`src/source/fixnum_pkg.sv`:
```
// Fixed-point word format for the output layer datapath, imported by every arithmetic block
package fixnum_pkg;

	// Word layout is sign, integer part, fraction part
	localparam int WIDTH     = 16;       // Full word width
	localparam int INT_BITS  = 5;        // Integer magnitude bits
	localparam int FRAC_BITS = 10;       // Fraction bits, 1 LSB = 2^-10

	// 1.0 in the fixed-point format
	localparam logic signed [WIDTH-1:0] ONE_FIX = WIDTH'(1) << FRAC_BITS;

	// Field view of a word, MSB first
	typedef struct packed {
		logic                 sign;      // Two's complement sign
		logic [INT_BITS-1:0]  int_part;  // Integer bits
		logic [FRAC_BITS-1:0] frac_part; // Fraction bits, MSB weighs 0.5
	} fix_fields_t;

	// One word seen two ways
	// raw for add/sub/mul, fields for thresholding
	typedef union packed {
		logic signed [WIDTH-1:0] raw;    // Arithmetic view
		fix_fields_t             fields; // Bit field view
	} fix_word_u;

endpackage

```
`src/source/layer_pkg.sv`:
```
// Output layer geometry defaults, cost codes and junction cycle length used across the layer
package layer_pkg;

	// Cost function select
	localparam bit COST_QUAD = 1'b0; // Quadratic, delta = (a - y) * sp
	localparam bit COST_XENT = 1'b1; // Cross-entropy, delta = a - y

	// Default geometry of the top level
	localparam int P_DEFAULT = 4;    // Neurons in the output layer
	localparam int Z_DEFAULT = 1;    // Neurons handled per clock
	localparam int L_DEFAULT = 3;    // Layers in the whole network

	// Idle slots at the end of every junction cycle
	// These give the memory read pipeline room before the banks swap
	localparam int CPC_EXTRA = 2;

	// Clocks per junction cycle for a layer of p neurons at z per clock
	function automatic int cpc_of(input int p, input int z);
		return p / z + CPC_EXTRA;
	endfunction

endpackage

```
`src/source/ideal_output_delay.sv`:
```
// Delay line that holds the ideal output bits while activations cross the earlier layers
`timescale 1ns/1ps

module ideal_output_delay #(
	parameter int Z = layer_pkg::Z_DEFAULT, // Lanes per clock
	parameter int P = layer_pkg::P_DEFAULT, // Neurons in the layer
	parameter int L = layer_pkg::L_DEFAULT  // Layers in the network, at least 2
)(
	input  logic         clk,
	input  logic         arst_n_i,
	input  logic [Z-1:0] y_i,         // Ideal bits entering with the input layer
	output logic [Z-1:0] y_delayed_o  // Same bits, lined up with the last layer
);

	import layer_pkg::*;

	localparam int CPC   = cpc_of(P, Z);  // Clocks per junction cycle
	localparam int DEPTH = CPC * (L - 1); // One junction cycle per earlier layer

	logic [Z-1:0] stage_q [DEPTH]; // stage_q[0] is the newest entry

	// Plain shift by one stage every clock
	always_ff @(posedge clk or negedge arst_n_i) begin
		if (!arst_n_i) begin
			for (int i = 0; i < DEPTH; i++) begin
				stage_q[i] <= '0; // Nothing valid in flight after reset
			end
		end else begin
			stage_q[0] <= y_i;
			for (int i = 1; i < DEPTH; i++) begin
				stage_q[i] <= stage_q[i-1];
			end
		end
	end

	// Bit sampled DEPTH clocks ago
	assign y_delayed_o = stage_q[DEPTH-1];

endmodule

```
`src/source/neuron_cost_unit.sv`:
```
// Per-lane cost term, delta by cost type and one-bit output decision for the output layer
`timescale 1ns/1ps

module neuron_cost_unit #(
	parameter int Z         = layer_pkg::Z_DEFAULT, // Lanes per clock
	parameter bit COST_TYPE = layer_pkg::COST_XENT  // Cost function select
)(
	input  fixnum_pkg::fix_word_u [Z-1:0] act_i,   // Computed activations
	input  fixnum_pkg::fix_word_u [Z-1:0] sp_i,    // Sigmoid prime, quadratic cost only
	input  logic                  [Z-1:0] y_i,     // Delayed ideal outputs
	output fixnum_pkg::fix_word_u [Z-1:0] delta_o, // Output layer deltas
	output logic                  [Z-1:0] a_out_o  // Thresholded network outputs
);

	import fixnum_pkg::*;
	import layer_pkg::*;

	for (genvar g = 0; g < Z; g++) begin : g_lane
		fix_word_u cost_term; // a - y for this lane

		// Ideal bit selects 1.0 or 0.0 as the target
		assign cost_term = act_i[g].raw - (y_i[g] ? ONE_FIX : '0);

		if (COST_TYPE == COST_QUAD) begin : g_quad
			logic signed [2*WIDTH-1:0] prod;     // Full product, 2*FRAC_BITS fraction bits
			logic signed [2*WIDTH-1:0] prod_shr; // Back to FRAC_BITS fraction bits

			assign prod     = $signed(cost_term.raw) * $signed(sp_i[g].raw);
			assign prod_shr = prod >>> FRAC_BITS;      // Truncates toward minus infinity
			assign delta_o[g] = prod_shr[WIDTH-1:0]; // Low word, no saturation
		end else begin : g_xent
			// Sigmoid prime cancels out of the cross-entropy gradient
			assign delta_o[g] = cost_term;
		end

		// Output is 1 for a non-negative activation at or above 0.5
		// Any integer bit set, or the half bit of the fraction
		assign a_out_o[g] = !act_i[g].fields.sign &&
			((|act_i[g].fields.int_part) || act_i[g].fields.frac_part[FRAC_BITS-1]);
	end

endmodule

```
`src/source/delta_bank_ctrl.sv`:
```
// Junction cycle counter and bank pointer driving the write enable and addresses of the delta memory
`timescale 1ns/1ps

module delta_bank_ctrl #(
	parameter int P = layer_pkg::P_DEFAULT, // Neurons in the layer, multiple of Z
	parameter int Z = layer_pkg::Z_DEFAULT  // Lanes per clock
)(
	input  logic                     clk,
	input  logic                     arst_n_i,
	output logic                     wr_bank_o, // Bank being written, reads use the other
	output logic                     wr_en_o,   // Delta write strobe
	output logic [$clog2(P/Z)-1:0]   wr_addr_o, // Write row
	output logic [$clog2(P/Z)-1:0]   rd_addr_o  // Read row in the other bank
);

	import layer_pkg::*;

	localparam int CPC   = cpc_of(P, Z);  // Clocks per junction cycle
	localparam int DEPTH = P / Z;         // Busy slots per junction cycle
	localparam int CW    = $clog2(CPC);   // Cycle index width
	localparam int AW    = $clog2(DEPTH); // Row address width

	logic [CW-1:0] cycle_q;   // Position in the junction cycle
	logic          wr_bank_q; // Ping-pong pointer
	logic          wrap;      // Last slot of the junction cycle

	assign wrap = (cycle_q == CW'(CPC - 1));

	// Index starts at 0 on the first clock out of reset
	always_ff @(posedge clk or negedge arst_n_i) begin
		if (!arst_n_i) begin
			cycle_q   <= '0;
			wr_bank_q <= 1'b0;
		end else begin
			cycle_q   <= wrap ? '0 : cycle_q + 1'b1;
			wr_bank_q <= wr_bank_q ^ wrap; // Swap banks with the new junction cycle
		end
	end

	assign wr_bank_o = wr_bank_q;
	// Idle slots and reset write nothing
	assign wr_en_o   = arst_n_i && (int'(cycle_q) < DEPTH);
	assign wr_addr_o = cycle_q[AW-1:0];         // One row per busy slot
	assign rd_addr_o = cycle_q[AW-1:0];         // Read walks in step with the write

	// Counter never leaves the junction cycle
	a_cycle_range : assert property (@(posedge clk) disable iff (!arst_n_i)
		int'(cycle_q) < CPC)
		else $error("junction cycle index out of range");

	// Write row stays inside the bank and equals the full slot index
	a_wr_in_busy : assert property (@(posedge clk) disable iff (!arst_n_i)
		wr_en_o |-> ((int'(wr_addr_o) < DEPTH) && (CW'(wr_addr_o) == cycle_q)))
		else $error("delta write outside the busy slots");

	// Bank swap only lands on slot 0
	a_bank_swap : assert property (@(posedge clk) disable iff (!arst_n_i)
		$changed(wr_bank_q) |-> (cycle_q == '0))
		else $error("bank pointer moved away from a wrap");

endmodule

```
`src/source/delta_ping_pong_mem.sv`:
```
// Two-bank delta store, one bank filled by the cost unit while the other is read back to the previous layer
`timescale 1ns/1ps

module delta_ping_pong_mem #(
	parameter int P = layer_pkg::P_DEFAULT, // Neurons in the layer, multiple of Z
	parameter int Z = layer_pkg::Z_DEFAULT  // Lanes per row
)(
	input  logic                          clk,
	input  logic                          arst_n_i,
	input  logic                          wr_bank_i, // Bank to write, read is the other one
	input  logic                          wr_en_i,
	input  logic [$clog2(P/Z)-1:0]        wr_addr_i,
	input  logic [$clog2(P/Z)-1:0]        rd_addr_i,
	input  fixnum_pkg::fix_word_u [Z-1:0] wr_data_i, // Z deltas per row
	output fixnum_pkg::fix_word_u [Z-1:0] rd_data_o  // Registered read, one clock late
);

	import fixnum_pkg::*;

	localparam int DEPTH = P / Z; // Rows per bank

	fix_word_u [Z-1:0] bank_mem [2][DEPTH]; // [bank][row]
	logic      [1:0]   bank_vld_q;          // Bank holds at least one written row
	fix_word_u [Z-1:0] rd_q;
	logic              rd_bank;
	logic              rd_ok;

	assign rd_bank = ~wr_bank_i;
	// Never-written bank or row past the end reads as 0
	assign rd_ok   = bank_vld_q[rd_bank] && (int'(rd_addr_i) < DEPTH);

	always_ff @(posedge clk) begin
		if (wr_en_i) begin
			bank_mem[wr_bank_i][wr_addr_i] <= wr_data_i;
		end
	end

	always_ff @(posedge clk or negedge arst_n_i) begin
		if (!arst_n_i) begin
			bank_vld_q <= '0;
			rd_q       <= '0;
		end else begin
			if (wr_en_i) begin
				bank_vld_q[wr_bank_i] <= 1'b1;
			end
			rd_q <= rd_ok ? bank_mem[rd_bank][rd_addr_i] : '0;
		end
	end

	assign rd_data_o = rd_q;

	// Read never lands on the bank written this clock or the one before
	// Relies on the idle slot the controller puts before every bank swap
	a_bank_split : assert property (@(posedge clk) disable iff (!arst_n_i)
		$past(wr_en_i) |-> (rd_bank != $past(wr_bank_i)))
		else $error("delta read hit the bank being written");

endmodule

```
`src/source/output_layer.sv`:
```
// Output layer top, ties the ideal-bit delay, cost unit, bank controller and delta memory together
`timescale 1ns/1ps

module output_layer #(
	parameter int P         = layer_pkg::P_DEFAULT, // Neurons, multiple of Z
	parameter int Z         = layer_pkg::Z_DEFAULT, // Neurons per clock
	parameter int L         = layer_pkg::L_DEFAULT, // Layers in the network
	parameter bit COST_TYPE = layer_pkg::COST_XENT  // Cost function select
)(
	input  logic                          clk,
	input  logic                          arst_n_i,
	input  fixnum_pkg::fix_word_u [Z-1:0] act_i,       // Activations from the last layer
	input  fixnum_pkg::fix_word_u [Z-1:0] sp_i,        // Matching sigmoid primes
	input  logic                  [Z-1:0] y_i,         // Ideal outputs at network entry
	output fixnum_pkg::fix_word_u [Z-1:0] delta_o,     // Deltas back to the previous layer
	output logic                  [Z-1:0] y_delayed_o, // Ideal outputs lined up with act_i
	output logic                  [Z-1:0] a_out_o      // One-bit network outputs
);

	import fixnum_pkg::*;

	localparam int AW = $clog2(P / Z); // Delta row address width

	fix_word_u [Z-1:0] delta_lanes; // Fresh deltas into the memory
	logic              wr_bank;
	logic              wr_en;
	logic [AW-1:0]     wr_addr;
	logic [AW-1:0]     rd_addr;

	ideal_output_delay #(.Z(Z), .P(P), .L(L)) u_y_delay (
		.clk         (clk),
		.arst_n_i    (arst_n_i),
		.y_i         (y_i),
		.y_delayed_o (y_delayed_o)
	);

	neuron_cost_unit #(.Z(Z), .COST_TYPE(COST_TYPE)) u_cost (
		.act_i   (act_i),
		.sp_i    (sp_i),
		.y_i     (y_delayed_o), // Target bits for this clock
		.delta_o (delta_lanes),
		.a_out_o (a_out_o)
	);

	delta_bank_ctrl #(.P(P), .Z(Z)) u_ctrl (
		.clk       (clk),
		.arst_n_i  (arst_n_i),
		.wr_bank_o (wr_bank),
		.wr_en_o   (wr_en),
		.wr_addr_o (wr_addr),
		.rd_addr_o (rd_addr)
	);

	delta_ping_pong_mem #(.P(P), .Z(Z)) u_delta_mem (
		.clk       (clk),
		.arst_n_i  (arst_n_i),
		.wr_bank_i (wr_bank),
		.wr_en_i   (wr_en),
		.wr_addr_i (wr_addr),
		.rd_addr_i (rd_addr),
		.wr_data_i (delta_lanes),
		.rd_data_o (delta_o) // Previous junction cycle's deltas
	);

endmodule

```
`config.mk`:
```
export PLATFORM = sky130hd
export DESIGN_NAME = output_layer
export DESIGN_NICKNAME = d
export VERILOG_FILES = /design/src/source/fixnum_pkg.sv /design/src/source/layer_pkg.sv /design/src/source/ideal_output_delay.sv /design/src/source/neuron_cost_unit.sv /design/src/source/delta_bank_ctrl.sv /design/src/source/delta_ping_pong_mem.sv /design/src/source/output_layer.sv
export SDC_FILE = /design/constraint.sdc
export NUM_CORES = 1
export LEC_CHECK = 0
export ABC_CLOCK_PERIOD_IN_PS = 3700
export BUFFER_PORTS_ARGS = -buffer_cell sky130_fd_sc_hd__buf_2
export CORE_MARGIN = 3
export CORE_UTILIZATION = 35
export CTS_CLUSTER_DIAMETER = 120
export DETAILED_ROUTE_END_ITERATION = 16
export PLACE_DENSITY = 0.62
export SLEW_MARGIN = 20
export SYNTH_ARGS = -nofsm -noshare
export SYNTH_HDL_FRONTEND = slang
export SYNTH_HIERARCHICAL = 1
export SYNTH_SLANG_ARGS = --single-unit
```
`constraint.sdc`:
```
create_clock -name clk -period 3.7 [get_ports clk]
set_input_delay 0.74 -clock clk [delete_from_list [all_inputs] [get_ports clk]]
set_output_delay 0.74 -clock clk [all_outputs]
set_load 0.02 [all_outputs]
```
Yosys cells after proc, flatten, opt, wreduce, memory -nomap -nowiden
Memory sizes are Yosys's and may differ from the RTL's.
Index checks and enable logic that the tools add are counted.
{ "word_totals": {"output_inout_bits": 18, "n_memories": 1, "mem_bits_rw": 128, "ff_bits": 34} }
{ "memory_table": {"columns": ["memory", "words", "width", "rd", "rd_clocked_by_memory_dff", "wr", "line_no", "text"], "rows": [
  ["u_delta_mem.bank_mem", 2, 64, 1, 0, 1, "delta_ping_pong_mem.sv:22", "fix_word_u [Z-1:0] bank_mem [2][DEPTH];"]
]} }
{ "classes": {"n_mux": 14, "bitwise_logic": 4, "reduce_logical": 7, "addsub": 2, "eq_ne": 1, "magnitude_cmp": 6} }
{ "ops": {"columns": ["operator", "n"], "rows": [
  ["$mux W16", 4],
  ["$mux W64", 1],
  ["$bmux W16 S2", 1],
  ["$demux W16 S2", 1],
  ["$sub A16 B16 Y16", 1],
  ["$mux W11", 1],
  ["$reduce_or A5 Y1", 1],
  ["$logic_and A1 B1 Y1", 4],
  ["$lt A1 B2 Y1 const B", 2],
  ["$mux W1", 4],
  ["$add A3 B1 Y3 const B", 1],
  ["$eq A3 B3 Y1 const B", 1],
  ["$ge A3 B3 Y1 const B", 1],
  ["$lt A3 B1 Y1 const B", 1],
  ["$lt A3 B3 Y1 const B", 1],
  ["$mux W3", 1],
  ["$not A2 Y3", 1],
  ["$or A2 B2 Y2", 1],
  ["$demux W1 S1", 1],
  ["$ge A1 B1 Y1 const B", 1],
  ["$logic_not A1 Y1", 1],
  ["$logic_or A1 B1 Y1", 1],
  ["$not A1 Y1", 1],
  ["$xor A1 B1 Y1", 1]
]} }

Depth between registers and ports, before layout
{ "logic_depth": {"word_depth": 6, "depth_mapped": 6} }

By module
The synthesis kept the hierarchy.
{ "by_module_without_submodules": {"columns": ["mod", "cells_each", "area_each_um2", "instances"], "rows": [
  ["delta_ping_pong_mem", 273, 5459.0, 1],
  ["ideal_output_delay", 12, 300.3, 1],
  ["neuron_cost_unit", 27, 197.7, 1],
  ["delta_bank_ctrl", 17, 190.2, 1]
]} }

Worst setup path before layout
Ideal clock, no wire load.
{ "synth_path": {"path_kind": "input to register", "startpoint": "input arst_n_i", "endpoint": "memory u_delta_mem/bank_mem[0][48] (netlist name), enable pin", "n_path_buf": 0, "path_stages": 3, "setup_time_ns": 0.409, "required_time_ns": 3.291, "setup_slack_ns": 1.172, "arrival_time_ns": 2.118, "cell_sequence": "and2b_1 nand2b_1 nor3_1"} }
{ "synth_between": {"elab_chain_cells": 3} }
{ "synth_rtl": {"columns": ["item", "line_no", "text"], "rows": [
  ["from (decl)", "output_layer.sv:11", "input logic arst_n_i,"],
  ["$logic_and A1 B1 Y1", "delta_bank_ctrl.sv:42", "assign wr_en_o = arst_n_i && (int'(cycle_q) < DEPTH);"],
  ["$mux W1", "delta_ping_pong_mem.sv:33", "if (wr_en_i) begin"],
  ["$mux W64 (implied by the code)", "delta_ping_pong_mem.sv:34", "bank_mem[wr_bank_i][wr_addr_i] <= wr_data_i;"],
  ["to (decl)", "delta_ping_pong_mem.sv:22", null]
]} }
No other way between the ends.

Worst setup path after layout
{ "layout_path": {"startpoint": "input act_i[11] (netlist name)", "endpoint": "output a_out_o"} }
{ "layout_between": {"elab_chain_cells": 3} }
{ "layout_rtl": {"columns": ["item", "line_no", "text"], "rows": [
  ["from (decl)", "output_layer.sv:12", "input fixnum_pkg::fix_word_u [Z-1:0] act_i,"],
  ["$reduce_or A5 Y1", "neuron_cost_unit.sv:39", "((|act_i[g].fields.int_part) || act_i[g].fields.frac_part[FRAC_BITS-1]);"],
  ["$logic_or A1 B1 Y1", "neuron_cost_unit.sv:39", null],
  ["$logic_and A1 B1 Y1", "neuron_cost_unit.sv:38", "assign a_out_o[g] = !act_i[g].fields.sign &&"],
  ["to (decl)", "output_layer.sv:17", "output logic [Z-1:0] a_out_o"]
]} }
No other way between the ends.

==> out/qor.yml <==
yosysTopAreaCell: "sky130_fd_sc_hd__edfxtp_1"
timing.reg2reg.worst_path_depth: 4
report.final.slew_viol_count: 0
peak_vdd_ir_uv: 354
reg2reg_from: "u_ctrl/cycle_q[0]"
routed_wirelength_mm: 10.9
path_class: "in2out"
reg2reg_slack_ns: 1.71
timing.final.hold_violations: 0
drt_first_pass_iters: 4
grt_pass1_vias: 2978
cp-startpoint: "act_i[11]"
synth_top_area_share: 0.625
antenna_found_initial: 0
fp-row-count: 47
die_y_um: 139
grt-ovfl-total: 0
routed_via_density: 4.71
p_leak_nw: 2.92
antenna_cells_inserted: 0
hold_class: "reg2reg"
postcts_resize_cnt: 0
yosysSeqAreaShare: 0.764
die_x_um: 139
layout_worst_path_cycle_share: 0.598
finalSetupTns_ns: 0
area_delta_synth_final_pct: 16.5
clkLatencyLatePin_ns: 0.43
clk_pin_slew_ns: 0.06
whs_endpoint: "u_y_delay/stage_q[2]"
post-dp-hpwl_mm: 6.43
initial_utilization: 0.364
critical_path.reg2reg.endpoint: "u_delta_mem/bank_mem[0][41]"
critical-path-top-cell-by-count: "sky130_fd_sc_hd__buf_2"
avgSynthCellArea_sq_um: 18.7
drt_first_iter_violations: 176
postSynth.topFlopCell: "sky130_fd_sc_hd__edfxtp_1"
tritoncts.num_buffers: 17
critical_path_peak_fanout: 4
combined_area_of_all_synthesized_cells_sq_um: 6150
synth-seq-cells: 162
tightest_slew_ns: 0.964
finalNetCount: 413
hold_path_startpoint: "u_y_delay/stage_q[3]"
detail_route.wl_per_cell_um: 17.9
syn_inst: 329
crit_slowest_cell: "sky130_fd_sc_hd__nor4_2"
synth.top_cells.by_area: "sky130_fd_sc_hd__edfxtp_1 (63%), sky130_fd_sc_hd__dfrtp_1 (14%), sky130_fd_sc_hd__mux2i_1 (11%)"
path_delay_family: "simple AND/OR/NAND/NOR gates"
cts_hold_buffers: 0
endpoint_arrival_time_on_the_critical_path_ns: 1.47
core_region_area_sq_um: 16900
timing.slew.headroom: 0.355
cts_tree: "built"
crit_path_end_kind: "output pin"
first_pass_grt_wire_length_mm: 17.1
cp.buffers_inverters: 2
i_o_pins: 53
synth_async_sr_flop_share: 0.210
timing.hold.worst_path_depth: 0
finalClockSkew_ns: 0.0107
ys.warnings.count: 6
path_cells: "buf_2 -> nor4_2 -> a21oi_1 -> buf_2"
crit_path_max_incr_delay_ns: 0.34
layout.filler_cells: 1490
cp-start-kind: "primary input"
cts_buffer_depth: 2
post_cts_buffers: 0
fin_worst_hold_slack_ns: 0.355
ant_nets: 0
cts.sink_count: 162
num_vias: 2868
track_usage: 0.120
final_layout_size_suffix_gt1_frac: 0.254
syn_nets: 366
synth_enable_flop_cells: 128
setup_violations_final: 0
clock_tree.htree_level_count: 4
max-cap-violations: 0
run_status: "finished, final reports clean"
setup_repair_after_global_routing_missed_its_margin: "false"
clock-root-buffer: "sky130_fd_sc_hd__clkbuf_16"
largest_net_degree_at_the_start_of_global_routing: 43
critPathRequiredTime_ns: 2.96
post_synth_most_frequent_cells: "sky130_fd_sc_hd__edfxtp_1 (128), sky130_fd_sc_hd__mux2i_1 (65), sky130_fd_sc_hd__dfrtp_1 (34)"
synth_most_common_cell: "sky130_fd_sc_hd__edfxtp_1"
finalWorstPathRequiredPeriod_ns: 2.21
drc_errors: 0
maximum_clock_rate_mhz: 452
count_of_input_and_output_buffers: 36
synth.lib_cells_used.distinct: 26
place_congestion: 0.720
design.die.area_sq_um: 19200
power.density_nw_per_um2: 518
-- state kept, by name, summed over array words and instances (netlist names) --
name / count
u_y_delay/y_delayed_o: 1
u_delta_mem/bank_mem: 128
u_ctrl/cycle_q: 3
u_delta_mem/bank_vld_q: 2
u_y_delay/stage_q: 11
u_ctrl/wr_bank_o: 1
u_delta_mem/rd_data_o: 16
-- through the flow --
step	worst slack [ns]	util	cells	power, mW	area (sq um)
detailed placement	1.50	0.390	576	2.10	6580
floorplan	1.17	-	329	2.06	6150
finish	1.49	0.424	609	3.71	7160
global route	1.44	0.424	609	3.85	7160
CTS	1.49	0.423	608	3.75	7150
global placement	1.52	0.388	575	2.09	6550
-- logic make-up after synthesis --
| logic type | synth area share |
|---|---|
| flops | 0.764 |
| mux | 0.106 |
| compound gates | 0.0574 |
| buf+inv | 0.0328 |
| simple gates | 0.0277 |
| xor+xnor | 0.00855 |
| fa+ha+maj | 0.00407 |
-- cell type report --
class	count	area (sq um)	area share
clock buffer	18	439	0.0613
clock inverter	14	129	0.0180
inverter	4	15.0	0.00210
multi-input combinational	137	1260	0.176
sequential	162	4700	0.656
tap	220	275	0.0384
timing repair buffer	54	343	0.0479
-- metal layers --
layer / GRT usage / routed length, um / vias up
li1: - / - / 1358
met1: 0.148 / 4730 / 1450
met2: 0.200 / 5610 / 43
met3: 0.0314 / 352 / 17
met4: 0.0536 / 188 / 0
met5: 0 / 0 / -
-- cells in the final DEF, fill, tap and decap left out, types with 2 or more instances in the layout --
cell / count
sky130_fd_sc_hd__buf_4: 16
sky130_fd_sc_hd__o22a_1: 16
sky130_fd_sc_hd__nor2_1: 8
sky130_fd_sc_hd__dfrtp_1: 33
sky130_fd_sc_hd__mux2i_1: 65
sky130_fd_sc_hd__clkinvlp_4: 2
sky130_fd_sc_hd__edfxtp_1: 128
sky130_fd_sc_hd__o221ai_1: 6
sky130_fd_sc_hd__o221ai_2: 10
sky130_fd_sc_hd__buf_2: 36
sky130_fd_sc_hd__xnor2_1: 5
sky130_fd_sc_hd__ha_1: 2
sky130_fd_sc_hd__clkbuf_16: 17
sky130_fd_sc_hd__inv_1: 4
sky130_fd_sc_hd__nand2b_1: 7
sky130_fd_sc_hd__inv_6: 4
sky130_fd_sc_hd__nand3b_1: 4
sky130_fd_sc_hd__nor3_2: 2
sky130_fd_sc_hd__nand2_1: 4
sky130_fd_sc_hd__clkinv_4: 4
sky130_fd_sc_hd__clkinv_2: 2
-- how the worst max path moves through the flow --
stage	endpoint	slack [ns]	cells past startpoint
after floorplan	u_delta_mem/bank_mem[0][48]	1.17	3
after global routing	a_out_o	1.44	4
after global placement	a_out_o	1.52	4
after detailed placement	a_out_o	1.50	4
after CTS	a_out_o	1.49	4
final	a_out_o	1.49	4
-- where the power goes --
part	leakage (nW)	internal (mW)	switching [mW]
registers	1.56	1.99	0.00457
clock network	0.275	0.949	0.704
logic	1.09	0.0158	0.0444
total	2.92	2.96	0.753
Note: power is estimated with default switching activity, not from simulation.
